`src/design/dct_settings.svh`:
```
`ifndef DCT_SETTINGS_SVH
`define DCT_SETTINGS_SVH

// Block geometry and sample width
`define DCT_N 8
`define PIX_W 8

// Cosine coefficients are scaled by 2^14
`define COEF_W 16
`define FRAC_BITS 14

// Datapath widths
`define ROW_ACC_W 25
`define ROW_W 11
`define COL_ACC_W 32
`define OUT_W 12

// Sum of 128 * 5793 over the eight taps of the DC row
`define DC_OFFSET 5932032

`endif

```
`src/design/dct_pkg.sv`:
```
`include "dct_settings.svh"

package dct_pkg;

	typedef logic [`PIX_W-1:0] pix_t;
	typedef logic [$clog2(`DCT_N)-1:0] idx_t;
	typedef logic signed [`COEF_W-1:0] coef_t;
	typedef logic signed [`ROW_ACC_W-1:0] row_acc_t;
	typedef logic signed [`ROW_W-1:0] row_val_t;
	typedef row_val_t [`DCT_N-1:0] row_vec_t;
	typedef logic signed [`COL_ACC_W-1:0] col_acc_t;
	typedef logic signed [`OUT_W-1:0] out_t;
	typedef out_t [`DCT_N-1:0][`DCT_N-1:0] out_block_t;

	localparam idx_t LAST_IDX = idx_t'(`DCT_N - 1);

	// Row k holds frequency k, column n holds sample position n
	localparam coef_t DCT_T [`DCT_N][`DCT_N] = '{
		'{ 16'sd5793,  16'sd5793,  16'sd5793,  16'sd5793,
		   16'sd5793,  16'sd5793,  16'sd5793,  16'sd5793},
		'{ 16'sd8035,  16'sd6811,  16'sd4551,  16'sd1598,
		  -16'sd1598, -16'sd4551, -16'sd6811, -16'sd8035},
		'{ 16'sd7568,  16'sd3135, -16'sd3135, -16'sd7568,
		  -16'sd7568, -16'sd3135,  16'sd3135,  16'sd7568},
		'{ 16'sd6811, -16'sd1598, -16'sd8035, -16'sd4551,
		   16'sd4551,  16'sd8035,  16'sd1598, -16'sd6811},
		'{ 16'sd5793, -16'sd5793, -16'sd5793,  16'sd5793,
		   16'sd5793, -16'sd5793, -16'sd5793,  16'sd5793},
		'{ 16'sd4551, -16'sd8035,  16'sd1598,  16'sd6811,
		  -16'sd6811, -16'sd1598,  16'sd8035, -16'sd4551},
		'{ 16'sd3135, -16'sd7568,  16'sd7568, -16'sd3135,
		  -16'sd3135,  16'sd7568, -16'sd7568,  16'sd3135},
		'{ 16'sd1598, -16'sd4551,  16'sd6811, -16'sd8035,
		   16'sd8035, -16'sd6811,  16'sd4551, -16'sd1598}
	};

	// Drop the fraction bits and round half up on the highest dropped bit
	function automatic col_acc_t round_frac(input col_acc_t val);
		col_acc_t half;
		half = col_acc_t'(val[`FRAC_BITS-1]);
		return (val >>> `FRAC_BITS) + half;
	endfunction

endpackage

```
`src/design/dct_ctrl_if.sv`:
```
`timescale 1ns/1ps
`include "dct_settings.svh"

interface dct_ctrl_if import dct_pkg::*; ();

	logic mac_en;
	idx_t pix_col;
	logic row_done;
	logic col_en;
	idx_t col_row;
	logic block_done;

	modport ctrl (output mac_en, pix_col, row_done, col_en, col_row, block_done);

	modport row (input mac_en, pix_col, row_done);

	modport col (input col_en, col_row, block_done);

endinterface

```
`src/design/dct_row_stage.sv`:
```
`timescale 1ns/1ps
`include "dct_settings.svh"

module dct_row_stage import dct_pkg::*; (
	input logic clk,
	input logic rst,
	input pix_t pix_data,
	dct_ctrl_if.row ctl,
	output row_vec_t row_vec
);

	row_acc_t acc [`DCT_N];
	row_acc_t prod [`DCT_N];
	row_acc_t centred [`DCT_N];

	// Pixels are unsigned, so widen with a zero before the signed multiply
	always_comb begin
		for (int u = 0; u < `DCT_N; u++) begin
			prod[u] = row_acc_t'($signed({1'b0, pix_data})) *
				row_acc_t'(DCT_T[u][ctl.pix_col]);
		end
	end

	always_ff @(posedge clk) begin
		if (rst) begin
			for (int u = 0; u < `DCT_N; u++) begin
				acc[u] <= '0;
			end
		end else if (ctl.mac_en) begin
			for (int u = 0; u < `DCT_N; u++) begin
				// Column 0 starts a new row, so load rather than add
				if (ctl.pix_col == '0) begin
					acc[u] <= prod[u];
				end else begin
					acc[u] <= acc[u] + prod[u];
				end
			end
		end
	end

	// Only the DC term carries the 128 bias of the pixels
	// The other cosine rows sum to zero over a row
	always_comb begin
		for (int u = 0; u < `DCT_N; u++) begin
			centred[u] = acc[u];
		end
		centred[0] = acc[0] - row_acc_t'(`DC_OFFSET);
	end

	always_ff @(posedge clk) begin
		if (rst) begin
			row_vec <= '0;
		end else if (ctl.row_done) begin
			for (int u = 0; u < `DCT_N; u++) begin
				row_vec[u] <= row_val_t'(round_frac(col_acc_t'(centred[u])));
			end
		end
	end

endmodule

```
`src/flat_wrapper.sv`:
```
// flat-port wrapper written by rule: the top's interface ports become plain ports
module dct_row_stage_flat import dct_pkg::*;
  (clk, rst, pix_data, row_vec, ctl_mac_en, ctl_pix_col, ctl_row_done);
  dct_ctrl_if ctl_i ();
  input logic clk;
  input logic rst;
  input pix_t pix_data;
  output row_vec_t row_vec;
  input wire logic [$bits(ctl_i.mac_en)-1:0] ctl_mac_en;
  input wire logic [$bits(ctl_i.pix_col)-1:0] ctl_pix_col;
  input wire logic [$bits(ctl_i.row_done)-1:0] ctl_row_done;
  assign ctl_i.mac_en = ctl_mac_en;
  assign ctl_i.pix_col = ctl_pix_col;
  assign ctl_i.row_done = ctl_row_done;
  dct_row_stage u_core (.clk(clk), .rst(rst), .pix_data(pix_data), .ctl(ctl_i), .row_vec(row_vec));
endmodule
```
`config.mk`:
```
export PLATFORM = sky130hd
export DESIGN_NAME = dct_row_stage_flat
export DESIGN_NICKNAME = d
export VERILOG_FILES = /design/src/design/dct_pkg.sv /design/src/design/dct_ctrl_if.sv /design/src/design/dct_row_stage.sv /design/src/flat_wrapper.sv
export VERILOG_INCLUDE_DIRS = /design/src /design/src/design
export SDC_FILE = /design/constraint.sdc
export NUM_CORES = 2
export LEC_CHECK = 0
export ABC_AREA = 1
export BUFFER_PORTS_ARGS = -buffer_cell sky130_fd_sc_hd__buf_2
export CAP_MARGIN = 0
export CORE_ASPECT_RATIO = 0.75
export CORE_MARGIN = 5
export CORE_UTILIZATION = 25
export CTS_CLUSTER_SIZE = 16
export DETAILED_ROUTE_END_ITERATION = 10
export PLACE_DENSITY_LB_ADDON = 0.12
export REMOVE_ABC_BUFFERS = 1
export SYNTH_ARGS = -nofsm -noshare
export SYNTH_HDL_FRONTEND = slang
export SYNTH_SLANG_ARGS = --single-unit
```
`constraint.sdc`:
```
create_clock -name clk -period 9.81 [get_ports clk]
set_input_delay 0.981 -clock clk [delete_from_list [all_inputs] [get_ports clk]]
set_output_delay 0.981 -clock clk [all_outputs]
set_load 0.03 [all_outputs]
```
==> flow_summary.toml <==
[sta]
period_minus_slack_ns = 8.01
clock-skew-final_ns = 0.0432
hold_viol = 0
max_slew_margin_pct = 29.4
setup_tns_ns = 0
rsz0062_at_grt = "false"
postLayoutSetupSlackWorst_ns = 1.80
final_max_slew_viol_count = 0
timing.fmax_mhz = 125
timing.final.crit_share_pct = 81.7
setup_viol = 0
max_slew.worst_pin.slew_ns = 1.06

[layout]
final_area_mm2 = 0.0631
drive_above_1_share_pct = 4.90
fillers = 25400
nNetsFinal = 9236
final_util_pct = 27.7
areaGrowthSynthToFinish_pct = 10.4

[logic_synthesis]
ys_ff_latch = 288
synth-edff-count = 200
synth.avg_cell_area_um2 = 7.28
yosysWarnings = 0
seq_area_frac_synth_pct = 13.6
async_flop_share_pct = 0
ys_types = 62
synthesis.area_mm2 = 0.0571
netlist_instances = 7847
synth_top_flop_cell = "edfxtp_1"

[min_path]
worst_hold_startpoint = "u_core.row_vec[21]"
hp-class = "flip-flop to flip-flop"

[placed_design]
port_buffers = 102
dp_slack_ns = 1.27
dp_hpwl_um = 171000
gp_congestion = 0.922
placed_area_mm2 = 0.0613

[setup_path]
critPathLaunch = "ctl_pix_col[0]"
critPathRequiredTime_ns = 10.34
startpoint_type = "input pin"
reg2regPathDepth = 21
slowest_stage = "ha_1"
arrival_ns = 8.54
end_kind = "flip-flop"
r2r_end = "u_core.row_vec[9]"
r2r-start = "u_core.acc[0][10]"
cpPeakStageDelay_ns = 0.61
critPathCapture = "u_core.acc[0][47]"
cpMostUsedCell = "inv_1"
r2r_setup_slack_ns = 6.73
cp_max_fo = 15
critical_path_class = "input pin to flip-flop"

[global_routing]
grt_pass1_vias = 51100
grt_overflow = 0
grt_max_degree = 116
grt_pass1_wl_um = 317000
antenna_found_initial = 8
grt_usage_pct = 17.2

[cts]
numCtsBuffers = 48
post_cts_resized = 0
post_cts_buffers = 0
htree_levels = 2
clock_sinks = 288
clock_latency_ns = 0.70
cts_tree = "yes"
cts_buffer_depth = 3
clkSlewWorstSetupHoldPaths_ns = 0.05
holdBufCountCts = 0
cts_root_buffer = "clkbuf_16"

[detailed_routing]
num_vias = 50600
drtIter0Drc = 3709
drtAntennaViolNets = 0
wl_per_cell_um = 18.8
totalWireLength_um = 207000
drc_errors = 0
vias_per_cell = 4.61
dr.pass1.iters = 6

[floorplan]
design.portCount = 103
initial_utilization_pct = 25.1
fp.dieArea_mm2 = 0.238
die_y_um = 424
die_w_um = 562
fp.coreArea_mm2 = 0.228
fp-row-count = 152

[status]
status = "finished clean"

[flow_run]
maxCapViolations = 0
-- worst max-delay path, delay by kind of cell --
| family | cells | cell delay, ns |
|---|---|---|
| AOI/OAI and AO/OA | 6 | 0.99 |
| adders and majority gates | 7 | 3.42 |
| and+or+nand+nor | 11 | 2.05 |
| buffers and inverters | 7 | 1.06 |
-- layout by cell type, fill, tap and decap left out, types with 66 or more instances in the layout --
cell / n
inv_1: 1628
xor2_1: 219
xnor2_1: 80
o21ai_0: 373
nor2_1: 807
edfxtp_1: 200
nand2_1: 1500
dfxtp_1: 88
ha_1: 691
nand3_1: 346
buf_2: 100
nand4_1: 105
a21oi_1: 529
nor3_1: 66
o21bai_1: 72
fa_1: 593
-- synth_stat cells (72+ instances only) --
library cell	count	share of area, %
inv_1	1628	11
nand2_1	1501	9.9
nor2_1	807	5.3
ha_1	691	15
fa_1	593	21
a21oi_1	529	4.6
o21ai_0	373	3.3
nand3_1	346	3.0
xor2_1	219	3.4
edfxtp_1	200	11
nand4_1	105	1.1
dfxtp_1	88	3.1
xnor2_1	80	1.2
o21bai_1	72	0.95
-- cell families after synthesis --
logic type	count (synthesis)	synth area share, %
flops	288	13.6
buf+inv	1774	11.9
compound gates	1228	12.2
xor+xnor	302	4.67
fa+ha+maj	1285	35.9
simple gates	2970	21.8
-- per-layer routing --
metal	global-route usage (%)	vias to the layer above	routed length (um)
met5	0.222	-	72
met4	2.77	2	3150
met3	2.92	150	12100
met2	25.1	1091	82800
met1	26.6	24300	109000
li1	-	25100	-
-- worst min path at each step --
| stage | end | cells after the start |
|---|---|---|
| 3_5_place_dp | u_core.row_vec[64] | 2 |
| 5_1_grt | u_core.row_vec[64] | 2 |
| 2_1_floorplan | u_core.row_vec[11] | 3 |
| 3_3_place_gp | u_core.row_vec[20] | 2 |
| 6_report | u_core.row_vec[21] | 2 |
| 4_1_cts | u_core.row_vec[20] | 2 |
-- registers in the layout, indices dropped and copies added, names as in the netlist --
| signal | count |
|---|---|
| u_core.acc | 200 |
| u_core.row_vec | 88 |
-- stage by stage --
step,instances,hold WS (ns)
after detailed placement,10900,0.467
after CTS,11000,0.483
final,11000,0.477
after global routing,11000,0.508
after global placement,10900,0.456
after floorplan,7725,0.589
-- final cells by class --
cell class	count	area (um2)	share of cell area (%)
Antenna cell	5	12.5	0.0198
Multi-Input combinational cell	5785	42600	67.5
Inverter	1652	6210	9.85
Clock inverter	16	106	0.169
Timing Repair Buffer	162	1010	1.60
Sequential cell	288	7770	12.3
Clock buffer	74	1620	2.57
Tap cell	3003	3760	5.96
Power is not shown: default switching activity piles up to over one toggle a cycle in this logic, so the estimate is an artifact.
