===== config.mk =====
export PLATFORM = sky130hd
export DESIGN_NAME = dct_ctrl_flat
export DESIGN_NICKNAME = d
export VERILOG_FILES = /design/src/design/dct_pkg.sv /design/src/design/dct_ctrl_if.sv /design/src/design/dct_ctrl.sv /design/src/flat_wrapper.sv
export VERILOG_INCLUDE_DIRS = /design/src /design/src/design
export SDC_FILE = /design/constraint.sdc
export NUM_CORES = 1
export LEC_CHECK = 0
export BUFFER_PORTS_ARGS = -buffer_cell sky130_fd_sc_hd__clkbuf_2
export CAP_MARGIN = 5
export CORE_UTILIZATION = 33
export CTS_CLUSTER_DIAMETER = 120
export DETAILED_ROUTE_END_ITERATION = 10
export PLACE_DENSITY = 0.62
export SLEW_MARGIN = 20
export SYNTH_ARGS = -nofsm -noshare
export SYNTH_HDL_FRONTEND = slang
export SYNTH_SLANG_ARGS = --single-unit

===== constraint.sdc =====
create_clock -name clk -period 1.6 [get_ports clk]
set_clock_uncertainty 0.05 [all_clocks]
set_input_delay 0.16 -clock clk [delete_from_list [all_inputs] [get_ports clk]]
set_output_delay 0.16 -clock clk [all_outputs]
set_load 0.02 [all_outputs]

===== src/design/dct_settings.svh =====
`ifndef DCT_SETTINGS_SVH
`define DCT_SETTINGS_SVH

// Block geometry and sample width
`define DCT_N 8
`define PIX_W 8

// Cosine coefficients are scaled by 2^14
`define COEF_W 16
`define FRAC_BITS 14

// Datapath widths
`define ROW_ACC_W 25
`define ROW_W 11
`define COL_ACC_W 32
`define OUT_W 12

// Sum of 128 * 5793 over the eight taps of the DC row
`define DC_OFFSET 5932032

`endif


===== src/design/dct_pkg.sv =====
`include "dct_settings.svh"

package dct_pkg;

	typedef logic [`PIX_W-1:0] pix_t;
	typedef logic [$clog2(`DCT_N)-1:0] idx_t;
	typedef logic signed [`COEF_W-1:0] coef_t;
	typedef logic signed [`ROW_ACC_W-1:0] row_acc_t;
	typedef logic signed [`ROW_W-1:0] row_val_t;
	typedef row_val_t [`DCT_N-1:0] row_vec_t;
	typedef logic signed [`COL_ACC_W-1:0] col_acc_t;
	typedef logic signed [`OUT_W-1:0] out_t;
	typedef out_t [`DCT_N-1:0][`DCT_N-1:0] out_block_t;

	localparam idx_t LAST_IDX = idx_t'(`DCT_N - 1);

	// Row k holds frequency k, column n holds sample position n
	localparam coef_t DCT_T [`DCT_N][`DCT_N] = '{
		'{ 16'sd5793,  16'sd5793,  16'sd5793,  16'sd5793,
		   16'sd5793,  16'sd5793,  16'sd5793,  16'sd5793},
		'{ 16'sd8035,  16'sd6811,  16'sd4551,  16'sd1598,
		  -16'sd1598, -16'sd4551, -16'sd6811, -16'sd8035},
		'{ 16'sd7568,  16'sd3135, -16'sd3135, -16'sd7568,
		  -16'sd7568, -16'sd3135,  16'sd3135,  16'sd7568},
		'{ 16'sd6811, -16'sd1598, -16'sd8035, -16'sd4551,
		   16'sd4551,  16'sd8035,  16'sd1598, -16'sd6811},
		'{ 16'sd5793, -16'sd5793, -16'sd5793,  16'sd5793,
		   16'sd5793, -16'sd5793, -16'sd5793,  16'sd5793},
		'{ 16'sd4551, -16'sd8035,  16'sd1598,  16'sd6811,
		  -16'sd6811, -16'sd1598,  16'sd8035, -16'sd4551},
		'{ 16'sd3135, -16'sd7568,  16'sd7568, -16'sd3135,
		  -16'sd3135,  16'sd7568, -16'sd7568,  16'sd3135},
		'{ 16'sd1598, -16'sd4551,  16'sd6811, -16'sd8035,
		   16'sd8035, -16'sd6811,  16'sd4551, -16'sd1598}
	};

	// Drop the fraction bits and round half up on the highest dropped bit
	function automatic col_acc_t round_frac(input col_acc_t val);
		col_acc_t half;
		half = col_acc_t'(val[`FRAC_BITS-1]);
		return (val >>> `FRAC_BITS) + half;
	endfunction

endpackage


===== src/design/dct_ctrl_if.sv =====
`timescale 1ns/1ps
`include "dct_settings.svh"

interface dct_ctrl_if import dct_pkg::*; ();

	logic mac_en;
	idx_t pix_col;
	logic row_done;
	logic col_en;
	idx_t col_row;
	logic block_done;

	modport ctrl (output mac_en, pix_col, row_done, col_en, col_row, block_done);

	modport row (input mac_en, pix_col, row_done);

	modport col (input col_en, col_row, block_done);

endinterface


===== src/design/dct_ctrl.sv =====
`timescale 1ns/1ps
`include "dct_settings.svh"

module dct_ctrl import dct_pkg::*; (
	input logic clk,
	input logic rst,
	input logic pix_valid,
	dct_ctrl_if.ctrl ctl
);

	idx_t col_cnt;
	idx_t row_cnt;
	logic last_col;

	assign last_col = pix_valid && (col_cnt == LAST_IDX);

	// The row stage consumes a pixel on every accepting edge
	assign ctl.mac_en = pix_valid;
	assign ctl.pix_col = col_cnt;

	always_ff @(posedge clk) begin
		if (rst) begin
			col_cnt <= '0;
			row_cnt <= '0;
		end else if (pix_valid) begin
			col_cnt <= col_cnt + 1'b1;
			if (col_cnt == LAST_IDX) begin
				row_cnt <= row_cnt + 1'b1;
			end
		end
	end

	// Strobe chain row_done -> col_en -> block_done, one cycle per step
	always_ff @(posedge clk) begin
		if (rst) begin
			ctl.row_done <= 1'b0;
			ctl.col_en <= 1'b0;
			ctl.col_row <= '0;
			ctl.block_done <= 1'b0;
		end else begin
			ctl.row_done <= last_col;
			ctl.col_en <= ctl.row_done;
			ctl.block_done <= ctl.col_en && (ctl.col_row == LAST_IDX);
			// The row counter has already moved on while row_done is high
			if (ctl.row_done) begin
				ctl.col_row <= row_cnt - 1'b1;
			end
		end
	end

	// Each column pass must be preceded by a completed row, and it names that row
	a_col_en_after_row_done: assert property (
		@(posedge clk) disable iff (rst)
		ctl.col_en |-> $past(last_col, 2) && (ctl.col_row == $past(row_cnt, 2))
	);

endmodule


===== src/flat_wrapper.sv =====
// flat-port wrapper written by rule: the top's interface ports become plain ports
module dct_ctrl_flat import dct_pkg::*;
  (clk, rst, pix_valid, ctl_mac_en, ctl_pix_col, ctl_row_done, ctl_col_en, ctl_col_row, ctl_block_done);
  dct_ctrl_if ctl_i ();
  input logic clk;
  input logic rst;
  input logic pix_valid;
  output wire logic [$bits(ctl_i.mac_en)-1:0] ctl_mac_en;
  output wire logic [$bits(ctl_i.pix_col)-1:0] ctl_pix_col;
  output wire logic [$bits(ctl_i.row_done)-1:0] ctl_row_done;
  output wire logic [$bits(ctl_i.col_en)-1:0] ctl_col_en;
  output wire logic [$bits(ctl_i.col_row)-1:0] ctl_col_row;
  output wire logic [$bits(ctl_i.block_done)-1:0] ctl_block_done;
  assign ctl_mac_en = ctl_i.mac_en;
  assign ctl_pix_col = ctl_i.pix_col;
  assign ctl_row_done = ctl_i.row_done;
  assign ctl_col_en = ctl_i.col_en;
  assign ctl_col_row = ctl_i.col_row;
  assign ctl_block_done = ctl_i.block_done;
  dct_ctrl u_core (.clk(clk), .rst(rst), .pix_valid(pix_valid), .ctl(ctl_i));
endmodule

==> key figures <==
Worst setup path
  – Crit path kind: flop to flop
  – Critical path arrival: 1.48 ns
  – CP peak stage delay: 0.37 ns
  – Crit. Startpoint: u_core.ctl.pix_col[0]
  – CP endpoint: u_core.row_cnt[2]
  – RR Startpoint: u_core.ctl.pix_col[0]
  – Crit-path leading delay family: adder cells
  – R2R cell count: 4
  – CP endpoint kind: flop
  – Worst Path Buf+Inv: 0
  – FF-to-FF End: u_core.row_cnt[2]
  – Max Fanout on Critical Path: 6
  – Most frequent CP cell: ha_1
  – R2R Setup Slk: 0.25 ns
  – CP Cell Sequence: ha_1 -> ha_1 -> nand3_2 -> mux2_4
  – CP Launch Type: flop
  – Critical path data required time: 1.72 ns
  – Slowest CP cell: dfxtp_1
  – Crit path depth: 4

Placed design
  – PortBufs: 12
  – Area after DPL: 573 sq um
  – Placer Congestion: 0.669

Worst hold path
  – Hold Crit Class: input pin to flop

Timing
  – Tmin final: 1.35 ns
  – Worst-margin pin slew: 0.269 ns
  – Hold Vio Cnt, Final: 0
  – Pins Over Slew Limit: 0
  – Max-slew headroom: 82.1%
  – RSZ-0062 raised after global routing: no
  – FMAX: 739 MHz
  – Final period utilization: 84.6%
  – Worst Hold Margin: 0.187 ns
  – Setup-failing EPs final: 0
  – Setup_tns: 0 ns

Cells and area
  – Final Cell Area: 609 sq um
  – Share of post-route cells with drive strength above 1: 31.3%
  – Ant diodes: 0
  – Filler cell count: 135
  – Final #Nets: 72
  – Synthesis-to-layout area growth: 18.5%
  – Post-layout util: 44.6%

Power and ir drop
  – Int Pwr: 457 uW
  – Clock power frac: 41.0%
  – PwrDens: 966 nW/um^2
  – Total design power: 588 uW
  – Psw: 132 uW
  – Sequential power share: 52.5%
  – Net Sw Frac: 22.4%
  – Leakage: 0.000272 uW
  – VDD IR-drop max: 0.486 mV
  – Comb pwr share: 6.6%

Synth
  – Register area share after synthesis: 46.7%
  – Post-Synthesis Cells: 51
  – Syn Area/Cell: 10.1 sq um
  – Cell Area, Synth: 514 sq um
  – Syn Nets: 58
  – Synth cell types: 19
  – Flops & latches, synth: 12
  – YS warnings: 0

Floorplan
  – I/O pins: 13
  – Initial Util: 37.6%
  – Die Span Y: 41.5 um
  – FP Rows: 13
  – Die area: 1720 sq um
  – Die Span X: 41.5 um
  – Core Area: 1370 sq um

Run
  – MaxCap Viol Count: 0

CTS
  – Clock slew at reported path FFs: 0.08 ns
  – CTS tree: done
  – Num CTS Buffers: 3
  – Worst-Skew Late Latency: 0.27 ns
  – Clk buf depth: 2
  – Post-CTS Resized: 0
  – Post-CTS setup buffer count: 0
  – Cell at the root of the clock tree: clkbuf_4
  – Clock Sinks: 12
  – Clock H-tree levels: 1
  – Cts hold-fix bufs: 0

Status
  – Outcome: finished clean

Global routing
  – Grt ovf: 0
  – Total track usage: 11.5%
  – Vias in the first global route: 310
  – First-pass GRT wire length: 1390 um
  – Initial antenna violation count: 0
  – Largest net degree at the start of global routing: 14

Detailed routing
  – WL per Instance: 9.76 um
  – Router iterations before antenna repair: 2
  – Vias/cell: 4.75
  – Vias: 375
  – WL final: 771 um
  – Antenna viol nets, final: 0
  – DRT iter0 DRCs: 1
  – DRC: 0
[synth_stat cells]
library cell	count	share of area, %
a211oi_1	1	1.5
a21bo_2	2	3.9
a21oi_1	4	3.9
buf_2	1	0.97
buf_4	2	2.9
dfxtp_1	12	47
ha_1	4	9.7
inv_1	2	1.5
mux2_4	1	2.9
mux2i_1	2	3.9
nand2_1	1	0.73
nand2b_1	4	4.9
nand3_1	1	0.97
nand3_2	1	1.9
nand3b_1	1	1.5
nand4_1	1	1.2
nor2_1	7	5.1
nor2b_1	2	2.4
xnor2_1	2	3.4
[per-layer routing]
layer | track usage, % | wire (um)
met5 | 0 | 0
met4 | 7.74 | 17
met3 | 7.83 | 61
met2 | 15.3 | 318
met1 | 12.8 | 373
[layout by cell type, fill, tap and decap left out]
master / Yosys / final
nand4_1: 1 / 1
a211oi_1: 1 / 1
mux2i_1: 2 / 2
nand3b_1: 1 / 1
nand3_2: 1 / 1
nand2b_1: 4 / 4
clkbuf_4: 0 / 3
inv_1: 2 / 2
nand2_1: 1 / 1
nor2b_1: 2 / 2
nand3_1: 1 / 1
dfxtp_1: 12 / 12
ha_1: 4 / 4
mux2_4: 1 / 1
xnor2_1: 2 / 2
clkbuf_8: 0 / 1
a21bo_2: 2 / 2
nor2_1: 7 / 7
clkbuf_2: 0 / 12
a21oi_1: 4 / 4
[power groups by stage]
stage	sequential (uW)	combinational (uW)	clock [uW]
5_1_grt	310	44.1	268
6_report	309	38.8	241
3_3_place_gp	315	39.4	0
3_5_place_dp	315	39.5	0
4_1_cts	309	39.6	249
2_1_floorplan	322	23.8	0
[worst min-delay path by stage]
stage                                  endpoint  slack (ns)  cells after the start             startpoint
after floorplan               u_core.ctl.col_en        0.18                      1                    rst
after global placement    u_core.ctl.block_done        0.41                      2      u_core.ctl.col_en
after detailed placement  u_core.ctl.block_done        0.41                      2  u_core.ctl.col_row[0]
after CTS                 u_core.ctl.col_row[1]        0.19                      2                    rst
after global routing      u_core.ctl.col_row[2]        0.20                      2                    rst
final                     u_core.ctl.col_row[1]        0.19                      2                    rst
[worst reg2reg max path, cell delays in order, from the launching register on]
cell and delay (ns):
dfxtp_1 0.37, ha_1 0.17, ha_1 0.25, nand3_2 0.11, mux2_4 0.30
[cell type report]
cell class | instances | area, sq um | area share (%)
timing repair buffer | 12 | 60.1 | 9.86
clock buffer | 4 | 36.3 | 5.95
inverter | 2 | 7.51 | 1.23
multi-input combinational | 34 | 246 | 40.5
tap | 15 | 18.8 | 3.08
sequential | 12 | 240 | 39.4
[cell families after synthesis]
group                    after synthesis  synth area share [%]
flip-flops                            12                  46.7
buffers and inverters                  5                  5.35
adder cells (fa/ha/maj)                4                  9.73
AO/OA/AOI/OAI                          7                  9.25
multiplexers                           3                  6.81
AND/OR/NAND/NOR                       18                  18.7
XOR/XNOR                               2                  3.41
[flip-flops by register name, summed over array words and instances (netlist names)]
name / flops
u_core.ctl.col_row: 3
u_core.ctl.pix_col: 3
u_core.row_cnt: 3
u_core.ctl.block_done: 1
u_core.ctl.col_en: 1
u_core.ctl.row_done: 1
[metrics by stage]
stage	setup slack, ns	std cells
after floorplan	0.172	51
after global placement	0.278	75
after detailed placement	0.245	75
after CTS	0.231	79
after global routing	0.129	79
final	0.247	79
Power figures use the tool's default switching activity.
